===== config.mk =====
export PLATFORM = sky130hd
export DESIGN_NAME = vdma_top
export DESIGN_NICKNAME = d
export VERILOG_FILES = /design/src/source/vdma_pkg.sv /design/src/source/axi_burst_reader.sv /design/src/source/axi_burst_writer.sv /design/src/source/frame_buffer_ctrl.sv /design/src/source/pixel_display.sv /design/src/source/pixel_ingest.sv /design/src/source/sync_fifo.sv /design/src/source/vdma_top.sv
export VERILOG_INCLUDE_DIRS = /design/src /design/src/include
export SDC_FILE = /design/constraint.sdc
export NUM_CORES = 2
export LEC_CHECK = 0
export CORE_MARGIN = 5
export CORE_UTILIZATION = 28
export CTS_BUF_LIST = sky130_fd_sc_hd__clkbuf_4 sky130_fd_sc_hd__clkbuf_8
export DETAILED_ROUTE_END_ITERATION = 7
export DONT_BUFFER_PORTS = 1
export PLACE_DENSITY = 0.47
export SKIP_CTS_REPAIR_TIMING = 1
export SLEW_MARGIN = 20
export SYNTH_ARGS = -nofsm -noshare
export SYNTH_HDL_FRONTEND = slang
export SYNTH_SLANG_ARGS = --single-unit
export TNS_END_PERCENT = 5

===== constraint.sdc =====
create_clock -name M_AXI_ACLK -period 9 [get_ports M_AXI_ACLK]
set_input_delay 1.35 -clock M_AXI_ACLK [delete_from_list [all_inputs] [get_ports M_AXI_ACLK]]
set_output_delay 1.35 -clock M_AXI_ACLK [all_outputs]
set_load 0.005 [all_outputs]

===== src/include/vdma_macros.svh =====
`ifndef VDMA_MACROS_SVH
`define VDMA_MACROS_SVH

// bus and pixel widths
`define VDMA_DATA_W     32
`define VDMA_ADDR_W     32
`define VDMA_PIX_W      16

`define VDMA_BURST_LEN  8       // beats per INCR burst

// active image, kept tiny for simulation
`define VDMA_IMG_H      16
`define VDMA_IMG_V      4
`define VDMA_BURSTS_PER_FRAME \
    ((`VDMA_IMG_H * `VDMA_IMG_V * `VDMA_PIX_W) / (`VDMA_DATA_W * `VDMA_BURST_LEN))

// three frame buffers in external memory
`define VDMA_BUF0_BASE  32'h1000_0000
`define VDMA_BUF1_BASE  32'h1100_0000
`define VDMA_BUF2_BASE  32'h1200_0000

`define VDMA_FIFO_DEPTH 32      // beats, ingest and display side

`endif


===== src/source/vdma_pkg.sv =====
`include "vdma_macros.svh"

package vdma_pkg;

    typedef enum logic [1:0] {
        WR_IDLE,
        WR_ADDR,
        WR_DATA,
        WR_RESP
    } wr_state_e;

    typedef enum logic [1:0] {
        RD_IDLE,
        RD_ADDR,
        RD_DATA
    } rd_state_e;

    typedef logic [2:0] buf_sel_t;      // one-hot, all zero = no buffer

    ////////////////////
    // axi channel groups

    typedef struct packed {
        logic [`VDMA_ADDR_W-1:0] addr;
        logic                    valid;
    } axi_aw_t;

    typedef struct packed {
        logic [`VDMA_DATA_W-1:0] data;
        logic                    last;
        logic                    valid;
    } axi_w_t;

    typedef struct packed {
        logic [`VDMA_ADDR_W-1:0] addr;
        logic                    valid;
    } axi_ar_t;

    typedef struct packed {
        logic [`VDMA_DATA_W-1:0] data;
        logic                    last;
        logic                    valid;
    } axi_r_t;

endpackage


===== src/source/axi_burst_reader.sv =====
`timescale 1ns/10ps
`include "vdma_macros.svh"

module axi_burst_reader import vdma_pkg::*; (
    input  logic                    M_AXI_ACLK,
    input  logic                    rst_n,
    input  logic                    rd_enable,
    input  logic                    room,
    input  logic [`VDMA_ADDR_W-1:0] burst_addr,
    output axi_ar_t                 ar,
    input  logic                    arready,
    input  axi_r_t                  r,
    output logic                    rready,
    output logic                    burst_done
);

    rd_state_e               state;
    rd_state_e               state_nxt;
    logic [`VDMA_ADDR_W-1:0] araddr;
    logic                    ar_fire;

    assign ar.addr  = araddr;
    assign ar.valid = (state == RD_ADDR);
    assign rready   = (state == RD_DATA);

    assign ar_fire    = ar.valid & arready;
    assign burst_done = rready & r.valid & r.last;

    ////////////////////
    // one burst in flight

    always_comb begin
        state_nxt = state;
        case (state)
            RD_IDLE: if (rd_enable && room) state_nxt = RD_ADDR;
            RD_ADDR: if (ar_fire)           state_nxt = RD_DATA;
            RD_DATA: if (burst_done)        state_nxt = RD_IDLE;
            default:                        state_nxt = RD_IDLE;
        endcase
    end

    always_ff @(posedge M_AXI_ACLK or negedge rst_n) begin
        if (!rst_n)
            state <= RD_IDLE;
        else
            state <= state_nxt;
    end

    always_ff @(posedge M_AXI_ACLK) begin
        if (state == RD_IDLE && state_nxt == RD_ADDR)
            araddr <= burst_addr;   // stays put until ar handshake
    end

endmodule


===== src/source/axi_burst_writer.sv =====
`timescale 1ns/10ps
`include "vdma_macros.svh"

module axi_burst_writer import vdma_pkg::*; (
    input  logic                                   M_AXI_ACLK,
    input  logic                                   rst_n,
    input  logic [$clog2(`VDMA_FIFO_DEPTH+1)-1:0] level,
    input  logic [`VDMA_DATA_W-1:0]                head,
    output logic                                   pop,
    input  logic [`VDMA_ADDR_W-1:0]                burst_addr,
    output axi_aw_t                                aw,
    input  logic                                   awready,
    output axi_w_t                                 w,
    input  logic                                   wready,
    input  logic                                   bvalid,
    output logic                                   bready,
    output logic                                   burst_done
);

    localparam int LW     = $clog2(`VDMA_FIFO_DEPTH + 1);
    localparam int BEAT_W = $clog2(`VDMA_BURST_LEN);

    wr_state_e               state;
    wr_state_e               state_nxt;
    logic [BEAT_W-1:0]       beat_cnt;
    logic [`VDMA_ADDR_W-1:0] awaddr;
    logic                    aw_fire;
    logic                    w_fire;
    logic                    b_fire;

    assign aw.addr  = awaddr;
    assign aw.valid = (state == WR_ADDR);
    assign w.data   = head;             // fifo head, popped on transfer
    assign w.last   = (beat_cnt == BEAT_W'(`VDMA_BURST_LEN - 1));
    assign w.valid  = (state == WR_DATA);
    assign bready   = (state == WR_RESP);

    assign aw_fire    = aw.valid & awready;
    assign w_fire     = w.valid & wready;
    assign b_fire     = bready & bvalid;
    assign pop        = w_fire;
    assign burst_done = w_fire & w.last;

    always_comb begin
        state_nxt = state;
        case (state)
            WR_IDLE: if (level >= LW'(`VDMA_BURST_LEN)) state_nxt = WR_ADDR;
            WR_ADDR: if (aw_fire)                       state_nxt = WR_DATA;
            WR_DATA: if (burst_done)                    state_nxt = WR_RESP;
            WR_RESP: if (b_fire)                        state_nxt = WR_IDLE;
            default:                                    state_nxt = WR_IDLE;
        endcase
    end

    always_ff @(posedge M_AXI_ACLK or negedge rst_n) begin
        if (!rst_n) begin
            state    <= WR_IDLE;
            beat_cnt <= '0;
        end else begin
            state <= state_nxt;
            if (state == WR_IDLE)
                beat_cnt <= '0;
            else if (w_fire)
                beat_cnt <= beat_cnt + BEAT_W'(1);
        end
    end

    // address captured once per burst, held through the handshake
    always_ff @(posedge M_AXI_ACLK) begin
        if (state == WR_IDLE && state_nxt == WR_ADDR)
            awaddr <= burst_addr;
    end

endmodule


===== src/source/frame_buffer_ctrl.sv =====
`timescale 1ns/10ps
`include "vdma_macros.svh"

module frame_buffer_ctrl import vdma_pkg::*; (
    input  logic                    M_AXI_ACLK,
    input  logic                    rst_n,
    input  logic                    wr_burst_done,
    input  logic                    rd_burst_done,
    output logic [`VDMA_ADDR_W-1:0] wr_addr,
    output logic [`VDMA_ADDR_W-1:0] rd_addr,
    output logic                    rd_enable
);

    localparam int BPF   = `VDMA_BURSTS_PER_FRAME;
    localparam int CNT_W = (BPF > 1) ? $clog2(BPF) : 1;
    localparam logic [`VDMA_ADDR_W-1:0] BURST_BYTES =
        `VDMA_ADDR_W'(`VDMA_BURST_LEN * `VDMA_DATA_W / 8);

    logic [CNT_W-1:0] wr_cnt;       // bursts done in current frame
    logic [CNT_W-1:0] rd_cnt;
    buf_sel_t         wr_ptr;
    buf_sel_t         rd_ptr;
    buf_sel_t         done_ptr;     // newest completed frame
    buf_sel_t         rd_ptr_nxt;
    buf_sel_t         wr_free;
    logic             fresh;        // done_ptr not yet shown
    logic             wr_frame_end;
    logic             rd_frame_end;

    function automatic logic [`VDMA_ADDR_W-1:0] buf_base(input buf_sel_t sel);
        case (sel)
            3'b010:  return `VDMA_BUF1_BASE;
            3'b100:  return `VDMA_BUF2_BASE;
            default: return `VDMA_BUF0_BASE;
        endcase
    endfunction

    assign wr_frame_end = wr_burst_done && (wr_cnt == CNT_W'(BPF - 1));
    assign rd_frame_end = rd_burst_done && (rd_cnt == CNT_W'(BPF - 1));

    // reader choice first, the writer then keeps clear of it
    always_comb begin
        rd_ptr_nxt = rd_ptr;
        if (rd_ptr == '0) begin
            if (wr_frame_end)
                rd_ptr_nxt = wr_ptr;        // first finished frame
        end else if (rd_frame_end) begin
            if (wr_frame_end)
                rd_ptr_nxt = wr_ptr;        // finishing right now, newest
            else if (fresh)
                rd_ptr_nxt = done_ptr;
        end
    end

    assign wr_free = ~(wr_ptr | rd_ptr_nxt);

    always_ff @(posedge M_AXI_ACLK or negedge rst_n) begin
        if (!rst_n) begin
            wr_cnt   <= '0;
            rd_cnt   <= '0;
            wr_ptr   <= 3'b001;
            rd_ptr   <= '0;
            done_ptr <= '0;
            fresh    <= 1'b0;
        end else begin
            if (wr_burst_done)
                wr_cnt <= wr_frame_end ? '0 : wr_cnt + CNT_W'(1);
            if (rd_burst_done)
                rd_cnt <= rd_frame_end ? '0 : rd_cnt + CNT_W'(1);
            if (wr_frame_end) begin
                done_ptr <= wr_ptr;
                wr_ptr   <= wr_free & (~wr_free + buf_sel_t'(1)); // lowest free buffer
                fresh    <= !(rd_ptr == '0 || rd_frame_end);
            end else if (rd_frame_end) begin
                fresh    <= 1'b0;
            end
            rd_ptr <= rd_ptr_nxt;
        end
    end

    assign wr_addr   = buf_base(wr_ptr) + `VDMA_ADDR_W'(wr_cnt) * BURST_BYTES;
    assign rd_addr   = buf_base(rd_ptr) + `VDMA_ADDR_W'(rd_cnt) * BURST_BYTES;
    assign rd_enable = |rd_ptr;

endmodule


===== src/source/pixel_display.sv =====
`timescale 1ns/10ps
`include "vdma_macros.svh"

module pixel_display import vdma_pkg::*; (
    input  logic        M_AXI_ACLK,
    input  logic        rst_n,
    input  axi_r_t      r,
    input  logic        rready,
    output logic        room,
    input  logic        show_ren,
    input  logic        show_en,
    output logic        show_vld,
    output logic [23:0] show_rgb888
);

    localparam int LW = $clog2(`VDMA_FIFO_DEPTH + 1);

    logic [`VDMA_DATA_W-1:0] beat;
    logic [LW-1:0]           level;
    logic                    empty;
    logic                    hi_sel;    // 0 = low pixel of head beat
    logic                    pix_pop;
    logic [`VDMA_PIX_W-1:0]  pix;

    sync_fifo #(
        .WIDTH (`VDMA_DATA_W),
        .DEPTH (`VDMA_FIFO_DEPTH)
    ) u_fifo (
        .M_AXI_ACLK (M_AXI_ACLK),
        .rst_n      (rst_n),
        .wr_en      (rready & r.valid),
        .din        (r.data),
        .rd_en      (pix_pop & hi_sel),     // beat leaves after its high pixel
        .dout       (beat),
        .level      (level),
        .full       (),
        .empty      (empty)
    );

    assign room    = (LW'(`VDMA_FIFO_DEPTH) - level) >= LW'(`VDMA_BURST_LEN);
    assign pix_pop = show_ren & ~empty;

    always_ff @(posedge M_AXI_ACLK or negedge rst_n) begin
        if (!rst_n)
            hi_sel <= 1'b0;
        else if (pix_pop)
            hi_sel <= ~hi_sel;
    end

    assign pix         = hi_sel ? beat[31:16] : beat[15:0];
    assign show_vld    = ~empty & show_en;
    // rgb565 -> rgb888, fields left aligned
    assign show_rgb888 = {pix[15:11], 3'b000, pix[10:5], 2'b00, pix[4:0], 3'b000};

endmodule


===== src/source/pixel_ingest.sv =====
`timescale 1ns/10ps
`include "vdma_macros.svh"

module pixel_ingest (
    input  logic                                   M_AXI_ACLK,
    input  logic                                   rst_n,
    input  logic [`VDMA_PIX_W-1:0]                 cam_pixel,
    input  logic                                   cam_vld,
    input  logic                                   pop,
    output logic [`VDMA_DATA_W-1:0]                head,
    output logic [$clog2(`VDMA_FIFO_DEPTH+1)-1:0] level
);

    logic [`VDMA_PIX_W-1:0] lo_pix;
    logic                   have_lo;    // low half of the pair is waiting

    always_ff @(posedge M_AXI_ACLK or negedge rst_n) begin
        if (!rst_n)
            have_lo <= 1'b0;
        else if (cam_vld)
            have_lo <= ~have_lo;
    end

    always_ff @(posedge M_AXI_ACLK) begin
        if (cam_vld && !have_lo)
            lo_pix <= cam_pixel;
    end

    // pair pushed on its high pixel, lost if the fifo is full
    sync_fifo #(
        .WIDTH (`VDMA_DATA_W),
        .DEPTH (`VDMA_FIFO_DEPTH)
    ) u_fifo (
        .M_AXI_ACLK (M_AXI_ACLK),
        .rst_n      (rst_n),
        .wr_en      (cam_vld & have_lo),
        .din        ({cam_pixel, lo_pix}),
        .rd_en      (pop),
        .dout       (head),
        .level      (level),
        .full       (),
        .empty      ()
    );

endmodule


===== src/source/sync_fifo.sv =====
`timescale 1ns/10ps

module sync_fifo #(
    parameter int WIDTH = 32,
    parameter int DEPTH = 32        // power of two
) (
    input  logic                       M_AXI_ACLK,
    input  logic                       rst_n,
    input  logic                       wr_en,
    input  logic [WIDTH-1:0]           din,
    input  logic                       rd_en,
    output logic [WIDTH-1:0]           dout,
    output logic [$clog2(DEPTH+1)-1:0] level,
    output logic                       full,
    output logic                       empty
);

    localparam int AW = $clog2(DEPTH);
    localparam int LW = $clog2(DEPTH + 1);

    logic [WIDTH-1:0] mem [DEPTH];
    logic [AW-1:0]    wr_ptr;
    logic [AW-1:0]    rd_ptr;
    logic             do_wr;
    logic             do_rd;

    assign do_wr = wr_en & ~full;   // overflow dropped
    assign do_rd = rd_en & ~empty;

    always_ff @(posedge M_AXI_ACLK or negedge rst_n) begin
        if (!rst_n) begin
            wr_ptr <= '0;
            rd_ptr <= '0;
            level  <= '0;
        end else begin
            if (do_wr)
                wr_ptr <= wr_ptr + AW'(1);
            if (do_rd)
                rd_ptr <= rd_ptr + AW'(1);
            level <= level + LW'(do_wr) - LW'(do_rd);
        end
    end

    always_ff @(posedge M_AXI_ACLK) begin
        if (do_wr)
            mem[wr_ptr] <= din;
    end

    assign dout  = mem[rd_ptr];     // head, no read latency
    assign full  = (level == LW'(DEPTH));
    assign empty = (level == '0);

endmodule


===== src/source/vdma_top.sv =====
`timescale 1ns/10ps
`include "vdma_macros.svh"

module vdma_top import vdma_pkg::*; (
    input  logic                   M_AXI_ACLK,
    input  logic                   rst_n,
    // camera
    input  logic [`VDMA_PIX_W-1:0] cam_pixel,
    input  logic                   cam_vld,
    // display
    input  logic                   show_ren,
    input  logic                   show_en,
    output logic                   show_vld,
    output logic [23:0]            show_rgb888,
    // axi master
    output axi_aw_t                aw,
    input  logic                   awready,
    output axi_w_t                 w,
    input  logic                   wready,
    input  logic                   bvalid,
    output logic                   bready,
    output axi_ar_t                ar,
    input  logic                   arready,
    input  axi_r_t                 r,
    output logic                   rready
);

    localparam int LW = $clog2(`VDMA_FIFO_DEPTH + 1);

    logic [`VDMA_DATA_W-1:0] ing_head;
    logic [LW-1:0]           ing_level;
    logic                    ing_pop;
    logic                    wr_burst_done;
    logic                    rd_burst_done;
    logic [`VDMA_ADDR_W-1:0] wr_addr;
    logic [`VDMA_ADDR_W-1:0] rd_addr;
    logic                    rd_enable;
    logic                    room;      // display fifo can take a burst

    frame_buffer_ctrl u_ctrl (
        .M_AXI_ACLK    (M_AXI_ACLK),
        .rst_n         (rst_n),
        .wr_burst_done (wr_burst_done),
        .rd_burst_done (rd_burst_done),
        .wr_addr       (wr_addr),
        .rd_addr       (rd_addr),
        .rd_enable     (rd_enable)
    );

    ////////////////////
    // write path

    pixel_ingest u_ingest (
        .M_AXI_ACLK (M_AXI_ACLK),
        .rst_n      (rst_n),
        .cam_pixel  (cam_pixel),
        .cam_vld    (cam_vld),
        .pop        (ing_pop),
        .head       (ing_head),
        .level      (ing_level)
    );

    axi_burst_writer u_writer (
        .M_AXI_ACLK (M_AXI_ACLK),
        .rst_n      (rst_n),
        .level      (ing_level),
        .head       (ing_head),
        .pop        (ing_pop),
        .burst_addr (wr_addr),
        .aw         (aw),
        .awready    (awready),
        .w          (w),
        .wready     (wready),
        .bvalid     (bvalid),
        .bready     (bready),
        .burst_done (wr_burst_done)
    );

    ////////////////////
    // read path

    axi_burst_reader u_reader (
        .M_AXI_ACLK (M_AXI_ACLK),
        .rst_n      (rst_n),
        .rd_enable  (rd_enable),
        .room       (room),
        .burst_addr (rd_addr),
        .ar         (ar),
        .arready    (arready),
        .r          (r),
        .rready     (rready),
        .burst_done (rd_burst_done)
    );

    pixel_display u_display (
        .M_AXI_ACLK  (M_AXI_ACLK),
        .rst_n       (rst_n),
        .r           (r),
        .rready      (rready),
        .room        (room),
        .show_ren    (show_ren),
        .show_en     (show_en),
        .show_vld    (show_vld),
        .show_rgb888 (show_rgb888)
    );

endmodule


==> impl_metrics.yaml <==
logic_synthesis:
  synth-edff-count: 2072
  syn_avg_cell_area_um2: 22.9
  synth_cells: 3591
  synth_cell_types: 57
  yosysWarningCount: 0
  synth_seq_area_share_pct: 77.3
  async_reset_ff_share_pct: 2.59
  ys_ff_latch: 2127
  synth_ff_type: "edfxtp_1"
  netlist_area_mm2: 0.0823
setup_path:
  cp-start-kind: "flop"
  slowest_stage: "buf_4"
  path_common_cell: "buf_4"
  crit_family: "buffers and inverters"
  crit_required_ns: 7.65
  crit_chain: "buf_4 > buf_4 > mux4_2 > mux2_2 > o22ai_1 > o31ai_1"
  end_kind: "primary output"
  max_stage_delay_ns: 0.75
  path_max_fanout: 46
  criticalPathCategory: "flop to primary output"
  cp_data_arrival_time_ns: 4.53
  critPathBufInv: 2
pwr:
  ir_worst_vdd_mv: 0.245
  power_frac_seq_pct: 43.3
  leakage_uw: 0.0292
  switching_share_pct: 30.1
  clockPowerShare_pct: 30.9
  cellInternalPower_uw: 19200
  p_sw_uw: 8240
  pwr-share-comb_pct: 25.8
  p_per_area_mw_per_mm2: 290
status:
  status: "completed"
finish:
  fillCellCount: 28100
  instances_no_fill: 8072
  drive_gt1_share_pct: 33.1
  finalNetCount: 3970
  seqCellArea_mm2: 0.0636
  final_util_pct: 32.2
  multi_input_area_mm2: 0.0180
  area_growth_pct: 14.8
cts:
  clk_path_buf_depth: 4
  cts.sinks: 2127
  htreeDepth: 5
  clkTransAtPathRegs_ns: 0.05
  root_buffer: "clkbuf_8"
  clk_latency_ns: 1.07
  numCtsBuffers: 364
  cts_tree: "yes"
placed_design:
  hpwl_um: 110000
  place.gp.congestion: 0.718
  numPortBuffers: 0
  dp.cells: 7423
die:
  die_area_mm2: 0.305
  ios: 186
  start_util_pct: 28.1
  core.rowCount: 199
  die_width_um: 552
  core-area_mm2: 0.293
  die_h_um: 552
routing:
  drt_iter0_markers: 3330
  routed_wl_um: 217000
  via_count: 37900
  via_per_inst: 4.70
  drt_pass1_iterations: 5
  remaining_drc_errors: 0
  wire_per_inst_um: 26.9
  drtAntennaViolNets: 0
timing:
  fin_skew_ns: 0.105
  setup_viol: 0
  rsz0062_at_grt: "false"
  min_period_ns: 5.88
  tightest_slew_ns: 1.14
  slew_headroom_pct: 24.0
  finalHoldViolations: 0
  fmax_mhz: 170
  fin_setup_tns_ns: 0
  finalCritPeriodShare_pct: 65.4
  maxSlewViolCount: 0
hold_path:
  hp-class: "input pin to async pin"
flow_run:
  drv_cap: 0
grt:
  grt_antenna_before_repair: 6
  overflow: 0
  grt_pass1_vias: 40600
  grtUsageTotal_pct: 13.8
  grt_pass1_wl_um: 305000
  grt_max_degree: 138
[cell families (layout without fill, tap and decap cells)]
group                      Yosys count  after routing  synth area share [%]
AOI/OAI and AO/OA                  180            180                  1.54
DFF                               2127           2127                  77.3
adders and majority gates           37             37                 0.581
xor gates and xnor gates            26             26                 0.277
buffers and inverters              279            773                  1.76
and+or+nand+nor                    221            221                  1.28
other                                2             70               0.00912
muxes                              719            719                  17.3
[flip-flops by register name (all words and copies together), names as in the netlist, 2 cells and up]
register                 cells
u_display.u_fifo.mem      1024
u_ingest.u_fifo.mem       1024
u_ingest.lo_pix             16
u_display.u_fifo.level       6
u_ingest.u_fifo.level        6
u_display.u_fifo.rd_ptr      5
u_display.u_fifo.wr_ptr      5
u_ingest.u_fifo.rd_ptr       5
u_ingest.u_fifo.wr_ptr       5
u_reader.araddr              4
u_writer.awaddr              4
u_ctrl.done_ptr              3
u_ctrl.rd_ptr                3
u_ctrl.wr_ptr                3
u_writer.beat_cnt            3
u_ctrl.rd_cnt                2
u_ctrl.wr_cnt                2
u_reader.state               2
u_writer.state               2
[cell usage in the layout (no fill, tap or decap), types with 6 or more instances in the layout]
master / synthesis / layout
edfxtp_1: 2072 / 2072
mux4_2: 556 / 556
clkbuf_8: 0 / 374
clkbuf_4: 0 / 122
buf_4: 78 / 91
mux2i_1: 89 / 89
clkinv_1: 0 / 83
mux2_2: 74 / 74
nor2_4: 0 / 64
conb_1: 2 / 64
nand2_1: 61 / 61
dfrtp_1: 54 / 44
ha_1: 35 / 35
inv_1: 33 / 33
clkinv_2: 0 / 31
a21oi_1: 27 / 27
a221oi_1: 27 / 27
a22oi_1: 25 / 25
o21ai_0: 25 / 25
xnor2_1: 19 / 19
nor2b_1: 20 / 19
o22ai_1: 15 / 15
nor2_1: 78 / 13
a211oi_1: 11 / 11
o221ai_1: 10 / 10
o31ai_1: 9 / 9
nand3_1: 8 / 8
dfrtp_4: 0 / 8
nand2b_1: 7 / 7
nand4_1: 7 / 7
xor2_1: 7 / 7
diode_2: 0 / 6
nand3b_1: 6 / 6
and3_1: 6 / 6
and2_1: 6 / 6
a22o_1: 6 / 6
clkinvlp_4: 0 / 6
buf_12: 0 / 6
[layout make-up]
| class | instances | share of cell area [%] |
|---|---|---|
| Clock buffer | 496 | 6.41 |
| Tap cell | 3919 | 5.19 |
| Sequential cell | 2127 | 67.3 |
| Multi-Input combinational cell | 1247 | 19.0 |
| Clock inverter | 143 | 0.958 |
| Timing Repair Buffer | 101 | 0.935 |
| Inverter | 33 | 0.131 |
| Antenna cell | 6 | 0.0159 |
[worst paths after layout]
path,startpoint,end,slack (ns),depth (start not counted)
min in group M_AXI_ACLK,cam_pixel[6],u_ingest.u_fifo.mem[0][22],0.37,0
max,u_display.u_fifo.rd_ptr[1],show_rgb888[11],3.12,6
min reg2reg,u_ctrl.rd_cnt[1],u_reader.araddr[6],0.48,0
max reg2reg,u_display.u_fifo.level[3],u_display.u_fifo.mem[3][22],4.57,7
max in group asynchronous,rst_n,u_ingest.u_fifo.rd_ptr[2],7.72,1
min,rst_n,u_ingest.u_fifo.wr_ptr[2],0.08,0
[power groups by stage]
stage | combinational, uW | clock [uW] | sequential (uW)
floorplan | 5320 | 0 | 11700
global placement | 7240 | 0 | 12100
detailed placement | 7230 | 0 | 12100
CTS | 7250 | 8730 | 11900
global route | 7610 | 9200 | 11900
finish | 7070 | 8470 | 11900
[cells in the mapped netlist, drive strengths merged (6+ instances only)]
| master | instances | area, um^2 |
|---|---|---|
| ha | 35 | 438 |
| o221ai | 10 | 87.6 |
| o21ai | 25 | 125 |
| a22o | 6 | 52.6 |
| a21oi | 27 | 135 |
| a211oi | 11 | 82.6 |
| a22oi | 25 | 188 |
| mux2i | 89 | 891 |
| o31ai | 9 | 67.6 |
| nor2 | 78 | 293 |
| o22ai | 15 | 93.8 |
| and2 | 6 | 37.5 |
| a221oi | 27 | 236 |
| nand3 | 8 | 40.0 |
| mux4 | 556 | 12500 |
| and3 | 6 | 37.5 |
| xor2 | 7 | 61.3 |
| nand3b | 6 | 45.0 |
| edfxtp | 2072 | 62200 |
| xnor2 | 19 | 166 |
| clkbuf | 71 | 267 |
| nand2 | 61 | 229 |
| mux2 | 74 | 833 |
| nand2b | 7 | 43.8 |
| inv | 33 | 124 |
| buf | 175 | 1060 |
| dfrtp | 54 | 1350 |
| nand4 | 7 | 43.8 |
| nor2b | 20 | 125 |
[per-stage QoR]
step	cell area, um^2	hold slack (ns)	power (uW)	setup slack [ns]
2_1_floorplan	82600	0.445	17000	5.02
3_3_place_gp	87500	0.463	19300	3.99
3_5_place_dp	87500	0.474	19300	4.02
4_1_cts	94400	-0.0979	27900	2.85
5_1_grt	94500	-0.00415	28700	2.79
6_report	94500	0.0802	27400	3.12
[layer usage]
metal  share of wire [%]  vias to the layer above  track usage, %
met4                 2.1                        0            3.41
met2                  47                     1180            22.0
li1                    -                    15700               -
met5                   0                        -               0
met3                 7.4                      339            3.88
met1                  43                    20700            18.6
Power figures use the tool's default switching activity.
